### config.mk
export PLATFORM = sky130hd
export DESIGN_NAME = tcp_tx_pkt_builder_flat
export DESIGN_NICKNAME = d
export VERILOG_FILES = /design/src/hw/tcp_tx_pkg.sv /design/src/hw/tcp_tx_info_if.sv /design/src/hw/tcp_tx_pkt_builder.sv /design/src/flat_wrapper.sv
export SDC_FILE = /design/constraint.sdc
export NUM_CORES = 1
export LEC_CHECK = 0
export BUFFER_PORTS_ARGS = -buffer_cell sky130_fd_sc_hd__buf_4
export CORE_MARGIN = 2
export CORE_UTILIZATION = 49
export DETAILED_ROUTE_END_ITERATION = 8
export PLACE_DENSITY_LB_ADDON = 0.1
export SYNTH_ARGS = -nofsm -noshare
export SYNTH_HDL_FRONTEND = slang
export SYNTH_SLANG_ARGS = --single-unit
### constraint.sdc
create_clock -name clk -period 7.8 [get_ports clk]
set_input_delay 1.56 -clock clk [delete_from_list [all_inputs] [get_ports clk]]
set_output_delay 1.56 -clock clk [all_outputs]
set_load 0.02 [all_outputs]
### src/hw/tcp_tx_pkg.sv
package tcp_tx_pkg;

  //////////////////////////////
  // widths

  typedef logic [31:0] seq_t;    // tcp seq/ack, compared by sign of difference
  typedef logic [7:0]  byte_t;   // payload byte
  typedef logic [15:0] len_t;    // payload length of one packet
  typedef logic [3:0]  tries_t;  // transmission attempts
  typedef logic [23:0] rto_t;    // timeout in scan visits

  // one packet table entry
  typedef struct packed {
    seq_t   start;   // first seq of the packet
    seq_t   stop;    // seq after last byte, the ack that covers it
    len_t   length;
    tries_t tries;
    rto_t   rto;
    logic   exists;
  } pkt_rec_t;

  localparam int HDR_BYTES = 80;  // ipv4 + tcp header incl. options

  //////////////////////////////
  // fsm encodings

  typedef enum logic {bld_idle, bld_pend} bld_state_t;

  typedef enum logic [2:0] {
    scan_read, scan_judge, scan_choose, scan_update, scan_next, scan_wait
  } scan_state_t;

  typedef enum logic [1:0] {strm_idle, strm_wait, strm_data} strm_state_t;

endpackage
### src/hw/tcp_tx_info_if.sv
`timescale 1ns/1ps

interface tcp_tx_info_if #(
  parameter int PKT_AW = 3
);

  // port a, new packets from the builder
  logic [PKT_AW-1:0]    add_addr;
  tcp_tx_pkg::pkt_rec_t add_rec;
  logic                 add_wr;

  // port b, scan and update
  logic [PKT_AW-1:0]    upd_addr;
  tcp_tx_pkg::pkt_rec_t upd_rec;
  logic                 upd_wr;
  tcp_tx_pkg::pkt_rec_t upd_q;     // entry at upd_addr, one cycle late

  modport builder (output add_addr, add_rec, add_wr);
  modport scanner (output upd_addr, upd_rec, upd_wr, input upd_q);
  modport ram (
    input  add_addr, add_rec, add_wr, upd_addr, upd_rec, upd_wr,
    output upd_q
  );

endinterface

### src/hw/tcp_tx_pkt_builder.sv
`timescale 1ns/1ps

module tcp_tx_pkt_builder #(
  parameter int MTU        = 1500,
  parameter int WAIT_TICKS = 20,
  parameter int PKT_AW     = 3
) (
  input  logic                 clk,
  input  logic                 arst_n,
  input  logic                 init,
  input  tcp_tx_pkg::seq_t     tcb_loc_seq,
  input  logic                 in_val,
  input  logic                 in_snd,
  input  logic                 buf_full,
  output tcp_tx_pkg::seq_t     loc_seq,
  output logic                 add_pend,  // packet closes this cycle
  output logic                 tbl_full,
  tcp_tx_info_if.builder       info,
  input  logic [PKT_AW:0]      rem_ptr    // scanner's oldest entry
);

  localparam int PLD_MAX = MTU - tcp_tx_pkg::HDR_BYTES;
  localparam int IW      = $clog2(WAIT_TICKS + 1);

  tcp_tx_pkg::bld_state_t state;
  tcp_tx_pkg::seq_t       pkt_start;
  tcp_tx_pkg::len_t       cnt;
  tcp_tx_pkg::len_t       cnt_nxt;   // byte count including this cycle
  tcp_tx_pkg::pkt_rec_t   new_rec;
  logic [IW-1:0]          idle_ctr;  // idle cycles since last byte
  logic [PKT_AW:0]        add_ptr;
  logic [PKT_AW:0]        used;
  logic                   pend;
  logic                   add_wr;

  assign pend    = (state == tcp_tx_pkg::bld_pend);
  assign cnt_nxt = (pend ? cnt : '0) + tcp_tx_pkg::len_t'(in_val);

  // close on send strobe, payload limit, full buffer or idle gap
  assign add_pend = (pend || in_val) &&
                    ((in_val && in_snd) || cnt_nxt == tcp_tx_pkg::len_t'(PLD_MAX) ||
                     buf_full || (pend && !in_val && idle_ctr == IW'(WAIT_TICKS - 1)));

  // one slot stays free for the packet still being built
  assign used     = add_ptr - rem_ptr + (PKT_AW + 1)'(add_wr);
  assign tbl_full = (used >= (PKT_AW + 1)'(2**PKT_AW - 1));

  assign info.add_addr = add_ptr[PKT_AW-1:0];
  assign info.add_rec  = new_rec;
  assign info.add_wr   = add_wr;

  always_ff @(posedge clk or negedge arst_n) begin
    if (!arst_n) begin
      state    <= tcp_tx_pkg::bld_idle;
      loc_seq  <= '0;
      cnt      <= '0;
      idle_ctr <= '0;
      add_ptr  <= '0;
      add_wr   <= 1'b0;
    end else if (init) begin
      state    <= tcp_tx_pkg::bld_idle;
      loc_seq  <= tcb_loc_seq;  // connection's initial seq
      cnt      <= '0;
      idle_ctr <= '0;
      add_ptr  <= '0;
      add_wr   <= 1'b0;
    end else begin
      if (in_val) loc_seq <= loc_seq + 1'b1;
      add_wr <= add_pend;                      // table write one cycle after close
      if (add_wr) add_ptr <= add_ptr + 1'b1;
      if (add_pend)    state <= tcp_tx_pkg::bld_idle;
      else if (in_val) state <= tcp_tx_pkg::bld_pend;
      cnt <= cnt_nxt;
      if (in_val || !pend) idle_ctr <= '0;
      else                 idle_ctr <= idle_ctr + 1'b1;
    end
  end

  always_ff @(posedge clk) begin
    if (!pend && in_val) pkt_start <= loc_seq;  // first byte of a new packet
    if (add_pend) begin
      new_rec.start  <= pend ? pkt_start : loc_seq;
      new_rec.stop   <= loc_seq + tcp_tx_pkg::seq_t'(in_val);  // expected ack
      new_rec.length <= cnt_nxt;
      new_rec.tries  <= '0;  // never sent
      new_rec.rto    <= '0;
      new_rec.exists <= 1'b1;
    end
  end

endmodule

### src/flat_wrapper.sv
// flat-port wrapper written by rule: the top's interface ports become plain ports
module tcp_tx_pkt_builder_flat 
#(
  parameter int MTU        = 1500,
  parameter int WAIT_TICKS = 20,
  parameter int PKT_AW     = 3
)
  (clk, arst_n, init, tcb_loc_seq, in_val, in_snd, buf_full, loc_seq, add_pend, tbl_full, rem_ptr, info_add_addr, info_add_rec, info_add_wr);
  tcp_tx_info_if #(.PKT_AW(PKT_AW)) info_i ();
  input  logic clk;
  input  logic arst_n;
  input  logic init;
  input  tcp_tx_pkg::seq_t tcb_loc_seq;
  input  logic in_val;
  input  logic in_snd;
  input  logic buf_full;
  output tcp_tx_pkg::seq_t loc_seq;
  output logic add_pend;
  output logic tbl_full;
  input  logic [PKT_AW:0] rem_ptr;
  output wire logic [$bits(info_i.add_addr)-1:0] info_add_addr;
  output wire logic [$bits(info_i.add_rec)-1:0] info_add_rec;
  output wire logic [$bits(info_i.add_wr)-1:0] info_add_wr;
  assign info_add_addr = info_i.add_addr;
  assign info_add_rec = info_i.add_rec;
  assign info_add_wr = info_i.add_wr;
  tcp_tx_pkt_builder #(.MTU(MTU), .WAIT_TICKS(WAIT_TICKS), .PKT_AW(PKT_AW)) u_core (.clk(clk), .arst_n(arst_n), .init(init), .tcb_loc_seq(tcb_loc_seq), .in_val(in_val), .in_snd(in_snd), .buf_full(buf_full), .loc_seq(loc_seq), .add_pend(add_pend), .tbl_full(tbl_full), .info(info_i), .rem_ptr(rem_ptr));
endmodule
**After elaboration in Yosys (flattened, before gate mapping)**

Index checks and enable logic that the tools add are counted.

- Order comparisons: 1
- Add/subtract/negate cells: 7
- Muxes and demuxes: 13
- Reduce and logical (&&, ||, !) cells: 15
- Equality and inequality tests: 2

Operators with widths:

| operator | count |
|---|---|
| 32-bit two-way mux | 3 |
| 32-bit by 1-bit adder with 32-bit output | 1 |
| 32-bit by 1-bit adder with 32-bit output, second input constant | 1 |
| 16-bit two-way mux | 2 |
| 16-bit by 1-bit adder with 16-bit output | 1 |
| 16-bit by 11-bit == test with 1-bit output, second input constant | 1 |
| 5-bit two-way mux | 2 |
| 4-bit two-way mux | 2 |
| 5-bit by 1-bit adder with 5-bit output, second input constant | 1 |
| 5-bit == test, second input constant | 1 |
| 1-bit logical AND | 5 |
| 1-bit logical OR | 5 |
| 4-bit by 1-bit adder with 4-bit output | 1 |
| 4-bit by 1-bit adder with 4-bit output, second input constant | 1 |
| 4-bit by 3-bit >= comparator with 1-bit output, second input constant | 1 |
| 1-bit two-way mux | 4 |
| 2-bit nonzero test | 2 |
| 4-bit subtractor | 1 |
| 3-bit nonzero test | 1 |
| 1-bit logical NOT | 2 |

- Output and inout port bits: 147
- Word-level logic and storage cells: 48
- Input port bits: 42
- Register bits: 171

**Longest topological paths before layout**

Gate-level depths: netlist of run 1.

- Depth after elaboration: 9
- Mapped depth: 12
- Gate-level depth less buffers: 9

**Worst setup path after synthesis of run 1**

Ideal clock, no wire load.

- Path kind: input-to-output
- Start point: input in_val
- End point: output add_pend
- Slack: -352 ps
- Buffers on the path: 0
- Stages on the path: 8
- Arrival time: 6592 ps
- Path through: ha_1 -> ha_1 -> and4_1 -> a31oi_1 -> o21ai_0 -> nor4_2 -> a41oi_2 -> nor2_1

- Longest elaborated chain between the ends: 6
- Elaborated cells on any way between the ends: 11
- Those cells by class: add/sub (1); eq/ne (1); reduce/logical (9)

RTL lines:

| element | RTL line | source |
|---|---|---|
| start, declared | flat_wrapper.sv:14 | `input logic in_val;` |
| 16-bit by 1-bit adder with 16-bit output | tcp_tx_pkt_builder.sv:37 | `assign cnt_nxt = (pend ? cnt : '0) + tcp_tx_pkg::len_t'(in_val);` |
| 16-bit by 11-bit == test with 1-bit output | tcp_tx_pkt_builder.sv:41 | `((in_val && in_snd) \|\| cnt_nxt == tcp_tx_pkg::len_t'(PLD_MAX) \|\|` |
| 1-bit logical OR (2 in a row) | tcp_tx_pkt_builder.sv:41 |  |
| 1-bit logical OR | tcp_tx_pkt_builder.sv:42 | `buf_full \|\| (pend && !in_val && idle_ctr == IW'(WAIT_TICKS - 1)));` |
| 1-bit logical AND * | tcp_tx_pkt_builder.sv:40 | `assign add_pend = (pend \|\| in_val) &&` |
| end, declared | flat_wrapper.sv:18 | `output logic add_pend;` |

Every way passes the cells marked *; elsewhere a longest branch is shown, timed or not.

**Worst setup path after layout of run 1**

Same ends and word-level chain as after synthesis.

==> results of run 1 <==
==> through the flow <==
step | setup WS (ps) | power (uW) | area, um2 | util, % | std cells
after floorplan | 1019 | 1293 | 8053 | - | 674
after global placement | 2535 | 1409 | 9169 | 57.72 | 988
after detailed placement | 2447 | 1416 | 9169 | 57.72 | 988
after CTS | 2428 | 2330 | 9814 | 61.78 | 1020
after global routing | 2245 | 2398 | 9814 | 61.78 | 1020
final | 2411 | 2311 | 9814 | 61.78 | 1020
==> per-layer routing <==
metal,track usage [%],routed length [um],vias up
met2,34.39,8694,154
met1,27.45,7677,2566
met4,6.159,299,0
met5,0,0,-
li1,-,-,2479
met3,5.324,880,20
==> cell type report <==
class	instances	area, um2	share of cell area (%)
inverters	10	37.54	0.3825
clock buffers	17	425.4	4.335
well taps	216	270.3	2.754
flip-flops and latches	171	4841	49.32
clock inverters	15	220.2	2.244
repair buffers	161	1209	12.32
multi-input cells	430	2811	28.65
==> sequential cells by signal, indices dropped and copies added, names as in the netlist <==
register and flops:
u_core.info.add_rec 80, u_core.pkt_start 32, u_core.cnt 16, u_core.info.add_wr 1, u_core.pend 1, u_core.loc_seq 32
u_core.idle_ctr 5, u_core.add_ptr 4
==> cells by family (layout without fill, tap and decap cells) <==
| kind of cell | count (synthesis) | count (layout) |
|---|---|---|
| AO/OA/AOI/OAI | 44 | 44 |
| XOR/XNOR | 82 | 82 |
| adder cells (fa/ha/maj) | 14 | 14 |
| buffers and inverters | 73 | 203 |
| flip-flops | 171 | 171 |
| multiplexers | 35 | 35 |
| other | 2 | 29 |
| AND/OR/NAND/NOR | 226 | 226 |
==> power groups by stage <==
stage	sequential [uW]	clock [uW]	combinational (uW)
6_report	1110	917	288
3_5_place_dp	1120	0	291
4_1_cts	1110	931	292
2_1_floorplan	1160	0	132
5_1_grt	1120	972	310
3_3_place_gp	1120	0	286
==> placed cells by master (no fill, tap or decap), types with 6 or more instances in the layout <==
cell                        instances
sky130_fd_sc_hd__buf_4            161
sky130_fd_sc_hd__edfxtp_1         112
sky130_fd_sc_hd__nand2_1           70
sky130_fd_sc_hd__nor2_1            61
sky130_fd_sc_hd__dfrtp_1           58
sky130_fd_sc_hd__xnor2_1           44
sky130_fd_sc_hd__xor2_1            38
sky130_fd_sc_hd__mux2_2            31
sky130_fd_sc_hd__conb_1            29
sky130_fd_sc_hd__nand3_1           22
sky130_fd_sc_hd__o21ai_1           18
sky130_fd_sc_hd__clkbuf_16         17
sky130_fd_sc_hd__o21ai_0           16
sky130_fd_sc_hd__ha_1              13
sky130_fd_sc_hd__nor3_1            12
sky130_fd_sc_hd__nand4_1           12
sky130_fd_sc_hd__inv_1              9
sky130_fd_sc_hd__nor2b_1            7
sky130_fd_sc_hd__nor4_1             6
==> final timing paths <==
check | from | endpoint | slack [ps]
max reg2reg | u_core.pend | u_core.info.add_rec[55] | 3720
min in group asynchronous | arst_n | u_core.add_ptr[1] | 1240
min reg2reg | u_core.idle_ctr[0] | u_core.idle_ctr[0] | 460
max | in_val | add_pend | 2410
max in group asynchronous | arst_n | u_core.pend | 5990
min | u_core.idle_ctr[0] | u_core.idle_ctr[0] | 460
==> results by stage, run 1 <==
Outcome:
- The flow ran to the end, and the final reports show no timing, DRC or antenna violations.

Floorplanning:
- The die covers 17260 um2.
- The total area inside the core boundary comes to 15890 um2.
- The die is 131.4 um wide.
- The I/O pin total is 189.
- The height of the die is 131.4 um.
- The placement row count is 46.
- The initial core utilization is 50.04%.

Clock tree:
- The tree is rooted in a sky130_fd_sc_hd__clkbuf_16.
- CTS built an H-tree with a depth of 4.
- Once the clock tree was built, the resizer swapped 0 gates to a different size.
- For the worst-skew pair, the clock arrives at the later sink with an insertion delay of 420 ps.
- The TritonCTS clock tree is yes.
- After clock tree synthesis, the clock-pin slew on the worst setup and hold paths is 60 ps.
- The number of sinks driven by the clock tree is 171.
- In this run, CTS created clock tree buffers numbering 17.
- The buffers inserted during post-CTS setup optimization is 0.
- No sink is reached through more buffers than the 2 on the longest clock path.
- Buffers inserted to repair hold after CTS numbered 0.

Routing:
- The sum of routed wire length over all layers is 17550 um.
- For this run, the detailed router's first-pass iteration total came to 4.
- The average wire per standard cell is 17.21 um.
- For this block, the via count after detailed routing is 5219.
- The DRC violation total after the first TritonRoute iteration is 314.
- The DRC violation count after routing is 0.
- After detailed routing, the number of vias per cell comes to 5.117.
- Once detail routing completed, the nets flagged for antenna violations numbered 0.

Yosys:
- Summing the areas of all and, or, nand and nor instances in the mapped netlist gives 14.37% of the synthesized area.
- The multiplexer fraction of the synthesized cell area is 4.895%.
- The adder-cell share of the synthesized area is 2.298%.
- The dominant cell type by area after synthesis is sky130_fd_sc_hd__edfxtp_1.
- The post-synthesis instance area is 7949 um2.
- The count of different cell masters after synthesis is 45.
- The count of flip-flops with a built-in enable after synthesis is 112.
- The most instantiated flip-flop cell in the synthesis netlist is sky130_fd_sc_hd__edfxtp_1.
- Sorting the synthesized cells by area gives the leading types as sky130_fd_sc_hd__edfxtp_1, sky130_fd_sc_hd__dfrtp_1, sky130_fd_sc_hd__xnor2_1.
- After Yosys synthesis, XOR and XNOR cells account for 9.035% of the synthesized area.
- Sorting the synthesized cells by how often they occur yields sky130_fd_sc_hd__edfxtp_1, sky130_fd_sc_hd__nand2_1, sky130_fd_sc_hd__nor2_1, sky130_fd_sc_hd__dfrtp_1, sky130_fd_sc_hd__xnor2_1.
- The number of synthesized register bits is 171.
- The async set-or-reset flop fraction in the synthesized netlist is 34.50%.
- Counting every instance in the synthesized netlist gives 647.
- The combinational family with the most area after synthesis is simple AND/OR/NAND/NOR gates.
- Among all cell types in the netlist, the one instantiated most often is sky130_fd_sc_hd__edfxtp_1.
- The total number of yosys warnings is 0.
- In this run the mean area of a mapped cell was 12.29 um2.
- The share of the synthesized area in compound gates (AO/OA/AOI/OAI) is 3.211%.
- In this run the biggest area consumer among cell types represents 42.31% of the synthesized area.
- The sequential fraction of the synthesis area is 60.88%.

Global routing:
- The number of antenna violations at the first check in global routing is 0.
- The global-route usage over all layers is 20.87%.
- The total congestion overflow after global routing is 0.
- The first global-routing pass estimated 28170 um of wire.
- Entering global routing, the biggest net connects 86 pins.
- The number of global-route vias before repair came to 5211.

Min path:
- The hold path depth is 1.
- The worst hold path class is reg -> reg.

Power and ir drop:
- The clock power share is 39.7%.
- The analysis attributes to net switching a power of 574.0 uW.
- The share of total power in combinational logic is 12.5%.
- VDD sags by at most 0.1555 mV.
- The register share of total power is 47.9%.
- In this run switching power makes up 24.84% of total power.
- The total leakage power is 0.003960 uW.
- The internal portion of the total power is 1737 uW.
- For this design the ratio of total power to cell area is 235.5 nW/um2.

Critical path:
- The critical path crosses 10 cells after its start point.
- The critical-path cell with the highest stage delay is sky130_fd_sc_hd__nor4_2.
- Among cell families on the critical path, the largest total delay comes from simple AND/OR/NAND/NOR gates.
- The maximum fanout encountered on the critical timing path is 12.
- The endpoint class of the critical path is a primary output.
- The critical path in this run is classified as in -> out.
- Together, buffers and inverters on the worst path number 2.
- Data on the critical path is required at its endpoint by 6240 ps.
- The data arrival time of the critical path is 3830 ps.
- Walking the worst path, the cells encountered are buf_4 > ha_1 > ha_1 > and4_1 > and4_1 > o21ai_0 > nor4_2 > a41oi_2 > nor2_4 > buf_4.
- STA classifies the critical path startpoint as an input port.
- For the worst flop-to-flop path, the logic depth is 10.
- The delay of the slowest cell on the worst path is 370 ps.

Timing:
- Setup repair after global routing left no endpoint under its margin.
- The number of setup violations in the final report is 0.
- Headroom to the max-slew limit came out at 25.49%.
- Final hold analysis gives a worst-case slack of 460.3 ps.
- The worst path in the final design needs a cycle of 5389 ps, including I/O delays and setup.
- The max-slew violation count is 0.
- On the final layout, the worst clock skew is 8.744 ps.
- The final-layout setup total negative slack is 0 ps.
- The slew of the pin with the lowest slew margin is 1118 ps.
- The fraction of the cycle the final worst path needs is 69.09%.
- The number of failing hold endpoints at the final stage is 0.
- The top achievable clock speed is 185.6 MHz.

Placed design:
- At the end of routability-driven placement, the weighted congestion stood at 0.9209.
- The half-perimeter wire length after detailed placement is 11740 um.
- Buffers placed on the I/O ports in this run total 159.

Run:
- The count of maximum capacitance violations is 0.

Finish:
- In the final layout, the share of cells above drive strength 1 is 30.60%.
- Compared with the post-synthesis result, the final layout area differs by 23.47%.
- The filler cells instantiated in the layout total 1318.
- The count of inserted antenna diode cells is 0.
- The final layout contains 847 nets.
Power figures use the tool's default switching activity.
==> inputs of run 2 (changes only) <==
--- a/config.mk
+++ b/config.mk
@@ -5,6 +5,7 @@
 export SDC_FILE = /design/constraint.sdc
 export NUM_CORES = 1
 export LEC_CHECK = 0
+export ABC_AREA = 1
 export BUFFER_PORTS_ARGS = -buffer_cell sky130_fd_sc_hd__buf_4
 export CORE_MARGIN = 2
 export CORE_UTILIZATION = 49
==> constraint.sdc (replaced) <==
create_clock -name clk -period 4.5 [get_ports clk]
set_input_delay 0.9 -clock clk [delete_from_list [all_inputs] [get_ports clk]]
set_output_delay 0.9 -clock clk [all_outputs]
set_load 0.02 [all_outputs]
==> run 2 against run 1 <==
Against the previous run: core utilization decreased by 0.39 points; flip-flop and latch count unchanged; clock skew increased by 0.63 ps; synthesized cell count increased by 29%; critical path depth increased by 3; hold slack improved by 7.1 ps; sequential power increased by 73%; critical path type is now reg -> out; largest cell class unchanged.
==> results by stage, run 2 <==
Global routing:
- The global-route usage over all layers is 23.08% (+2.2 points).
- The number of antenna violations at the first check in global routing came to 0 (unchanged).
- The wire length of the first global-routing pass is 31730 um (+13%).
- The total congestion overflow after global routing is 0 (unchanged).
- The pin count of the biggest net entering global routing is 81 (-5.8%).
- The number of global-route vias before repair is 5854 (+12%).

Floorplanning:
- The initial core utilization is 50.32% (+0.28 points).
- The area of the core was 16640 um2 (+4.8%).
- The height of the die is 134.7 um (+2.6%).
- The die footprint is 18150 um2 (+5.2%).
- The I/O pin total is 189 (unchanged).
- The placement row count is 47 (+2.2%).
- The width of the die is 134.7 um (+2.6%).

Yosys:
- The instance count of the mapped netlist came to 832 (+29%).
- The dominant cell type by area after synthesis is sky130_fd_sc_hd__edfxtp_1.
- The post-synthesis instance area is 8374 um2 (+5.4%).
- By area the synthesized netlist is led by sky130_fd_sc_hd__edfxtp_1, sky130_fd_sc_hd__dfrtp_1, sky130_fd_sc_hd__nand2_1.
- The most instantiated flip-flop cell in the synthesis netlist is sky130_fd_sc_hd__edfxtp_1.
- The async set-or-reset flop fraction in the synthesized netlist came to 34.50% (unchanged).
- The count of different cell masters after synthesis came to 40 (-11%).
- The sequential fraction of the synthesis area is 57.79% (-3.1 points).
- The average cell area after synthesis is 10.07 um2 (-18%).
- The most numerous cell in the Yosys netlist is sky130_fd_sc_hd__nand2_1.
- The number of synthesized register bits was 171 (unchanged).
- The fraction of synthesized cell area taken by the top area cell type is 40.16% (-2.1 points).
- After synthesis, the most frequently instantiated cells are sky130_fd_sc_hd__nand2_1, sky130_fd_sc_hd__edfxtp_1, sky130_fd_sc_hd__inv_1, sky130_fd_sc_hd__nor2_1, sky130_fd_sc_hd__dfrtp_1.
- The total number of yosys warnings came to 0 (unchanged).
- The count of flip-flops with a built-in enable after synthesis is 112 (unchanged).

Timing:
- The time the worst path needs with I/O delays and setup is 3734 ps.
- The final-layout setup total negative slack was 0 ps (unchanged).
- Static timing analysis puts the maximum clock frequency at 267.8 MHz.
- The number of failing hold endpoints at the final stage was 0 (unchanged).
- The headroom to the max-slew limit is 44.43% (+19 points).
- Setup repair after global routing left no endpoint under its margin.
- The slew of the pin with the lowest slew margin was 833.6 ps (-284.1 ps).
- In the finished design, the share of the clock period the worst path needs comes to 82.99%.
- The post-route clock skew is 9.373 ps (+0.6293 ps).
- The max-slew violation count came to 0 (unchanged).
- The number of setup violations in the final report is 0 (unchanged).

Routing:
- The average wire per standard cell came to 16.76 um (-2.6%).
- The DRC violation total after the first TritonRoute iteration came to 533 (+70%).
- The total number of vias was 6330 (+21%).
- The sum of routed wire length over all layers is 20460 um (+17%).
- The first-pass detailed-route iteration total is 5 (+1).
- The number of nets with antenna violations after detailed routing is 0 (unchanged).
- The average via count per standard cell is 5.184 (+1.3%).
- The DRC violation count after routing is 0 (unchanged).

Clock tree:
- The maximum number of buffers from clock root to sink is 2 (unchanged).
- The buffers inserted during post-CTS setup optimization is 0 (unchanged).
- The number of levels in the clock H-tree was 4 (unchanged).
- The number of buffers added by the clock tree synthesis step was 17 (unchanged).
- The tree is rooted in a sky130_fd_sc_hd__clkbuf_16.
- The clock latency on the worst-skew pair is 440 ps (+20 ps).
- The number of sinks driven by the clock tree is 171 (unchanged).
- The clock-pin slew of the registers on the worst-case setup and hold paths is 70 ps (about the same).
- The post-cts gate resize count is 0 (unchanged).
- The TritonCTS clock tree is yes.
- The number of hold buffers added after CTS came to 0 (unchanged).

Power and ir drop:
- The clock power share is 35.6% (-4.1 points).
- The switching power total came to 1074 uW (+87%).
- The maximum ir drop on the vdd rail is 0.2738 mV (+76%).
- The fraction of power spent switching nets came to 27.75% (+2.9 points).
- The internal power summed over all cells is 2795 uW (+61%).
- The total leakage power is 0.004522 uW (+14%).
- The final total power is 3869 uW (+67%).
- The areal power density over the cells came to 378.6 nW/um2 (+61%).
- The share of total power in combinational logic is 14.8% (+2.3 points).
- The register share of total power is 49.7% (+1.8 points).

Critical path:
- The worst setup path is of the reg -> out kind.
- The maximum fanout encountered on the critical timing path is 37 (+25).
- The startpoint of the lowest-slack register-to-register path is u_core.pend.
- The worst-case reg-to-reg path depth came to 13 (+3).
- The endpoint class of the critical path is a primary output.
- The worst register-to-register path ends at u_core.info.add_rec[74].
- The type of element launching the critical path is a flip-flop.
- The endpoint of the most critical setup path is add_pend.
- The register-to-register setup slack is 1450 ps (-2270 ps).
- The data required time at the worst endpoint came to 3600 ps (-2640 ps).
- The most critical setup path has its startpoint at u_core.pend.
- The data arrival time of the critical path is 2830 ps (-1000 ps).

Placed design:
- The final weighted congestion in routability-driven placement is 0.8986 (-2.4%).
- The half-perimeter wire length after detailed placement is 14410 um (+23%).
- The number of input and output port buffers inserted came to 159 (unchanged).
- The area after detailed placement was 9667 um2 (+5.4%).

Run:
- The count of maximum capacitance violations is 0 (unchanged).

Finish:
- The most common library cell in the layout ignoring fill and taps is sky130_fd_sc_hd__nand2_1.
- Leaving out fill and tap cells, the most frequent cells in the layout are sky130_fd_sc_hd__nand2_1, sky130_fd_sc_hd__buf_4, sky130_fd_sc_hd__edfxtp_1, sky130_fd_sc_hd__inv_1, sky130_fd_sc_hd__nor2_1.
- The number of nets in the finished design came to 1044 (+23%).
- The share of the core filled with cells is 61.39% (-0.39 points).
- The count of inserted antenna diode cells is 0 (unchanged).
- The fraction of final layout cells with drive strength greater than 1 was 23.38% (-7.2 points).
- The flip-flop count of the largest register after layout is 80 (unchanged).
- The area added between synthesis and finish is 22.01%.
- The final instance area is 10220 um2 (+4.1%).

Outcome:
- The run finished with clean final reports.

Min path:
- The worst hold path class is reg -> reg.
run 2: cell count changes after synthesis, moves of 17 or more:
cell,previous run,this run
sky130_fd_sc_hd__xnor2_1,44,3
sky130_fd_sc_hd__mux2_2,31,0
sky130_fd_sc_hd__xor2_1,38,55
sky130_fd_sc_hd__inv_1,9,89
sky130_fd_sc_hd__o21ai_1,18,1
sky130_fd_sc_hd__o21ai_0,16,48
sky130_fd_sc_hd__nand2_1,70,176
run 2: power by group through the flow:
stage,clock network (uW),logic [uW],registers [uW]
final,1380,572,1920
after global routing,1460,621,1940
after CTS,1400,578,1920
after detailed placement,0,576,1950
after global placement,0,571,1950
after floorplan,0,246,2030
run 2: kinds of logic after synthesis:
logic type | synth area share [%]
simple gates | 18.23
flops | 57.79
fa+ha+maj | 2.181
other cells | 0.08968
compound gates | 7.142
buf+inv | 8.501
xor+xnor | 6.066
run 2: layout make-up:
| type | instances | area (um2) |
|---|---|---|
| Fill cell | 1436 | 6425 |
| Multi-Input combinational cell | 538 | 2934 |
| Sequential cell | 171 | 4841 |
| Timing Repair Buffer | 167 | 1266 |
| Tap cell | 220 | 275.3 |
| Clock inverter | 15 | 125.1 |
| Inverter | 93 | 350.3 |
| Clock buffer | 17 | 425.4 |
run 2: per-stage QoR:
stage                     hold slack, ps  setup WS [ps]  cells
after floorplan                    432.8          1.151    859
after global placement             456.2          855.2   1189
after detailed placement           456.3          781.0   1189
after CTS                          471.3          718.9   1221
after global routing               488.9          548.8   1221
final                              467.4          765.7   1221
run 2: worst max-delay path: stages, from the launching register on:
cell and delay (ps):
sky130_fd_sc_hd__dfrtp_2 510, sky130_fd_sc_hd__buf_4 280, sky130_fd_sc_hd__buf_4 370, sky130_fd_sc_hd__nand2_1 130, sky130_fd_sc_hd__inv_1 80, sky130_fd_sc_hd__nand2_1 50
sky130_fd_sc_hd__nand2_1 100, sky130_fd_sc_hd__nand3_1 80, sky130_fd_sc_hd__nor2_1 110, sky130_fd_sc_hd__nand3_1 130, sky130_fd_sc_hd__nor2_2 140, sky130_fd_sc_hd__nor2_1 90
sky130_fd_sc_hd__nor2_4 170, sky130_fd_sc_hd__buf_4 160
run 2: metal layers:
| layer | up-vias | routed length (um) | GRT usage, % |
|---|---|---|---|
| li1 | 3018 | - | - |
| met1 | 3041 | 8967 | 32.39 |
| met2 | 237 | 9768 | 36.21 |
| met3 | 34 | 1237 | 3.866 |
| met4 | 0 | 483 | 8.947 |
| met5 | - | 0 | 0 |
run 2: worst min path at each step:
stage / depth (start not counted) / slack [ps] / start / endpoint
6_report: 1 / 470 / u_core.idle_ctr[0] / u_core.idle_ctr[0]
2_1_floorplan: 1 / 430 / u_core.idle_ctr[0] / u_core.idle_ctr[0]
5_1_grt: 1 / 490 / u_core.idle_ctr[0] / u_core.idle_ctr[0]
3_5_place_dp: 1 / 460 / u_core.idle_ctr[0] / u_core.idle_ctr[0]
3_3_place_gp: 1 / 460 / u_core.idle_ctr[0] / u_core.idle_ctr[0]
4_1_cts: 1 / 470 / u_core.idle_ctr[0] / u_core.idle_ctr[0]
==> inputs of run 3 (changes only) <==
--- a/config.mk
+++ b/config.mk
@@ -8,7 +8,7 @@
 export ABC_AREA = 1
 export BUFFER_PORTS_ARGS = -buffer_cell sky130_fd_sc_hd__buf_4
 export CORE_MARGIN = 2
-export CORE_UTILIZATION = 49
+export CORE_UTILIZATION = 50
 export DETAILED_ROUTE_END_ITERATION = 8
 export PLACE_DENSITY_LB_ADDON = 0.1
 export SYNTH_ARGS = -nofsm -noshare
==> constraint.sdc (replaced) <==
create_clock -name clk -period 3.59 [get_ports clk]
set_input_delay 0.718 -clock clk [delete_from_list [all_inputs] [get_ports clk]]
set_output_delay 0.718 -clock clk [all_outputs]
set_load 0.02 [all_outputs]
==> run 3 against run 2 <==
Against the previous run: non-clock buffer count is 1 higher; flip-flop and latch count stayed put; sequential share of layout area is 0.43 points lower; clock skew is 4.8 ps higher; global-route usage is 0.74 points higher; cell area is 0.92% higher; critical path type unchanged; largest cell class unchanged.
==> results by stage, run 3 (same netlist as run 2, synthesis figures left out) <==
Outcome:
- The flow ran to the end, and the final reports show no timing, DRC or antenna violations.

Clock tree:
- The buffers inserted during post-CTS setup optimization is 0 (unchanged).
- The TritonCTS clock tree is yes.
- The number of sinks driven by the clock tree is 171 (unchanged).
- The number of levels in the clock H-tree is 4 (unchanged).
- The root cell of the clock tree is sky130_fd_sc_hd__clkbuf_16.
- The clock latency on the worst-skew pair is 440 ps (about the same).
- The clock-pin slew of the registers on the worst-case setup and hold paths came to 70 ps (about the same).
- The number of buffers added by the clock tree synthesis step is 17 (unchanged).
- The maximum number of buffers from clock root to sink came to 2 (unchanged).
- The number of hold buffers added after CTS came to 0 (unchanged).
- The post-cts gate resize count is 0 (unchanged).

Timing:
- The number of failing hold endpoints at the final stage came to 0 (unchanged).
- The post-route clock skew is 14.13 ps (+4.758 ps).
- After layout, the minimum clock period comes to 3404 ps.
- The headroom to the max-slew limit came to 36.72% (-7.7 points).
- The top achievable clock speed is 293.8 MHz.
- The final worst slack came to 186.4 ps (-579.3 ps).
- The max-slew violation count was 0 (unchanged).
- Setup repair after global routing left no endpoint under its margin.
- The fraction of the cycle the final worst path needs is 94.81%.
- The number of setup violations in the final report came to 0 (unchanged).
- The slew of the pin with the lowest slew margin is 945.7 ps (+112.2 ps).

Floorplanning:
- The I/O pin total is 189 (unchanged).
- The area of the core came to 16470 um2 (-1.1%).
- The width of the die was 133.4 um (-0.98%).
- The placement row count is 47 (unchanged).
- The initial core utilization is 50.86% (+0.54 points).
- The height of the die is 133.4 um (-0.98%).
- The die footprint is 17800 um2 (-1.9%).

Critical path:
- The kind of cell adding the most delay to the critical path is simple AND/OR/NAND/NOR gates.
- The number of buffers and inverters on the critical path is 2 (-2).
- The worst setup path is of the reg -> out kind.
- STA classifies the critical path startpoint as a flip-flop.
- The data arrival time of the critical path is 2690 ps (-140 ps).
- The critical path goes through buf_4 > nand3_1 > nor2_4 > nand3_1 > nand2_1 > nand2_1 > nor2_1 > nand3_1 > nor2_2 > nor2_2 > nor2_4 > buf_4.
- The delay of the slowest cell on the worst path was 410 ps (-100 ps).
- The slowest stage of the critical path is the sky130_fd_sc_hd__dfrtp_2 cell.
- The maximum fanout encountered on the critical timing path came to 25 (-32%).
- The endpoint class of the critical path is a primary output.
- The data required time at the worst endpoint is 2870 ps (-730 ps).
- The dominant cell type by count on the critical path is sky130_fd_sc_hd__nand3_1.

Finish:
- Relative to the synthesized area, the layout overhead comes to 23.13%.
- The final instance area was 10310 um2 (+0.92%).
- The fraction of final layout cells with drive strength greater than 1 was 23.95% (+0.58 points).
- The flip-flop count of the largest register after layout is 80 (unchanged).
- The number of nets in the finished design is 1045 (+0.096%).
- Leaving out fill and tap cells, the most frequent cells in the layout are sky130_fd_sc_hd__nand2_1, sky130_fd_sc_hd__buf_4, sky130_fd_sc_hd__edfxtp_1, sky130_fd_sc_hd__inv_1, sky130_fd_sc_hd__nor2_1.
- The number of fill cells is 1445 (+0.63%).
- The count of inserted antenna diode cells is 0 (unchanged).
- The most common library cell in the layout ignoring fill and taps is sky130_fd_sc_hd__nand2_1.

Placed design:
- The area after detailed placement is 9712 um2 (+0.47%).
- The half-perimeter wire length after detailed placement is 14830 um (+2.9%).
- The number of input and output port buffers inserted was 159 (unchanged).
- The pre-CTS setup slack is 299.2 ps (-481.7 ps).
- The final weighted congestion in routability-driven placement is 0.9004 (+0.20%).

Global routing:
- The pin count of the biggest net entering global routing was 81 (unchanged).
- The number of global-route vias before repair is 6059 (+3.5%).
- The global-route usage over all layers is 23.82% (+0.74 points).
- The total congestion overflow after global routing came to 0 (unchanged).
- The number of antenna violations at the first check in global routing is 0 (unchanged).
- The wire length of the first global-routing pass was 32030 um (+0.96%).

Power and ir drop:
- The fraction of power spent switching nets was 27.12% (-0.63 points).
- The switching power total is 1357 uW (+26%).
- The register share of total power came to 48.2% (-1.5 points).
- The maximum ir drop on the vdd rail was 0.3819 mV (+40%).
- The clock power share was 37.5% (+1.9 points).
- The areal power density over the cells came to 485.3 nW/um2 (+28%).
- The internal power summed over all cells is 3647 uW (+30%).
- The total leakage power is 0.004548 uW (+0.58%).
- The share of total power in combinational logic is 14.4% (-0.4 points).

Min path:
- The worst hold path class is in -> async.

Routing:
- The sum of routed wire length over all layers is 20830 um (+1.8%).
- The DRC violation total after the first TritonRoute iteration is 505 (-5.3%).
- The DRC violation count after routing is 0 (unchanged).
- The total number of vias is 6274 (-0.88%).
- The average wire per standard cell is 17.04 um (+1.7%).
- The average via count per standard cell is 5.134 (-0.97%).
- The first-pass detailed-route iteration total is 5 (unchanged).
- The number of nets with antenna violations after detailed routing was 0 (unchanged).

Run:
- The count of maximum capacitance violations is 0 (unchanged).
run 3: cell count changes in the layout (fill, tap and decap cells not counted), moves of 2 or more:
cell                         before  now
sky130_fd_sc_hd__ha_1            13   11
sky130_fd_sc_hd__clkinvlp_4       5    3
sky130_fd_sc_hd__ha_4             0    2
sky130_fd_sc_hd__clkinv_4         1    3
sky130_fd_sc_hd__bufinv_16        1    3
run 3: per-stage QoR:
stage / util [%] / hold WS (ps) / setup TNS (ps) / cells / total power, uW
6_report: 62.62 / 370.1 / 0 / 1222 / 5004
5_1_grt: 62.62 / 425.2 / 0 / 1222 / 5190
4_1_cts: 62.62 / 410.6 / 0 / 1222 / 5036
3_5_place_dp: 58.98 / 457.2 / 0 / 1190 / 3173
3_3_place_gp: 58.98 / 456.0 / 0 / 1190 / 3166
2_1_floorplan: - / 422.4 / -24510 / 859 / 2861
run 3: worst paths after layout:
kind | from | endpoint | slack, ps | cells after the start
worst max register to register | u_core.pend | u_core.info.add_rec[88] | 690 | 12
worst min-delay path | arst_n | u_core.add_ptr[1] | 370 | 1
max in group asynchronous | arst_n | u_core.pend | 2630 | 1
worst max-delay path | u_core.pend | add_pend | 190 | 12
min in group clk | u_core.idle_ctr[0] | u_core.idle_ctr[0] | 460 | 1
worst min register to register | u_core.idle_ctr[0] | u_core.idle_ctr[0] | 460 | 1
run 3: power by group through the flow:
| stage | clock network, uW | registers, uW | logic, uW |
|---|---|---|---|
| 2_1_floorplan | 0 | 2550 | 310 |
| 3_3_place_gp | 0 | 2450 | 717 |
| 3_5_place_dp | 0 | 2450 | 725 |
| 4_1_cts | 1900 | 2410 | 726 |
| 5_1_grt | 1980 | 2430 | 780 |
| 6_report | 1870 | 2410 | 720 |
run 3: metal layers:
layer  track usage, %  part of all wire (%)  vias up
met5                0                     0        -
met1            30.59                    42     2980
met3            5.099                   6.1       46
li1                 -                     -     3026
met2            39.40                    49      222
met4            10.11                   2.8        0
run 3: cell type report:
| class | instances | area, um2 | area share (%) |
|---|---|---|---|
| timing repair buffer | 168 | 1274 | 12.35 |
| inverter | 93 | 350.3 | 3.398 |
| tap | 220 | 275.3 | 2.670 |
| clock buffer | 17 | 425.4 | 4.126 |
| sequential | 171 | 4841 | 46.95 |
| multi-input combinational | 538 | 2972 | 28.82 |
| clock inverter | 15 | 173.9 | 1.687 |
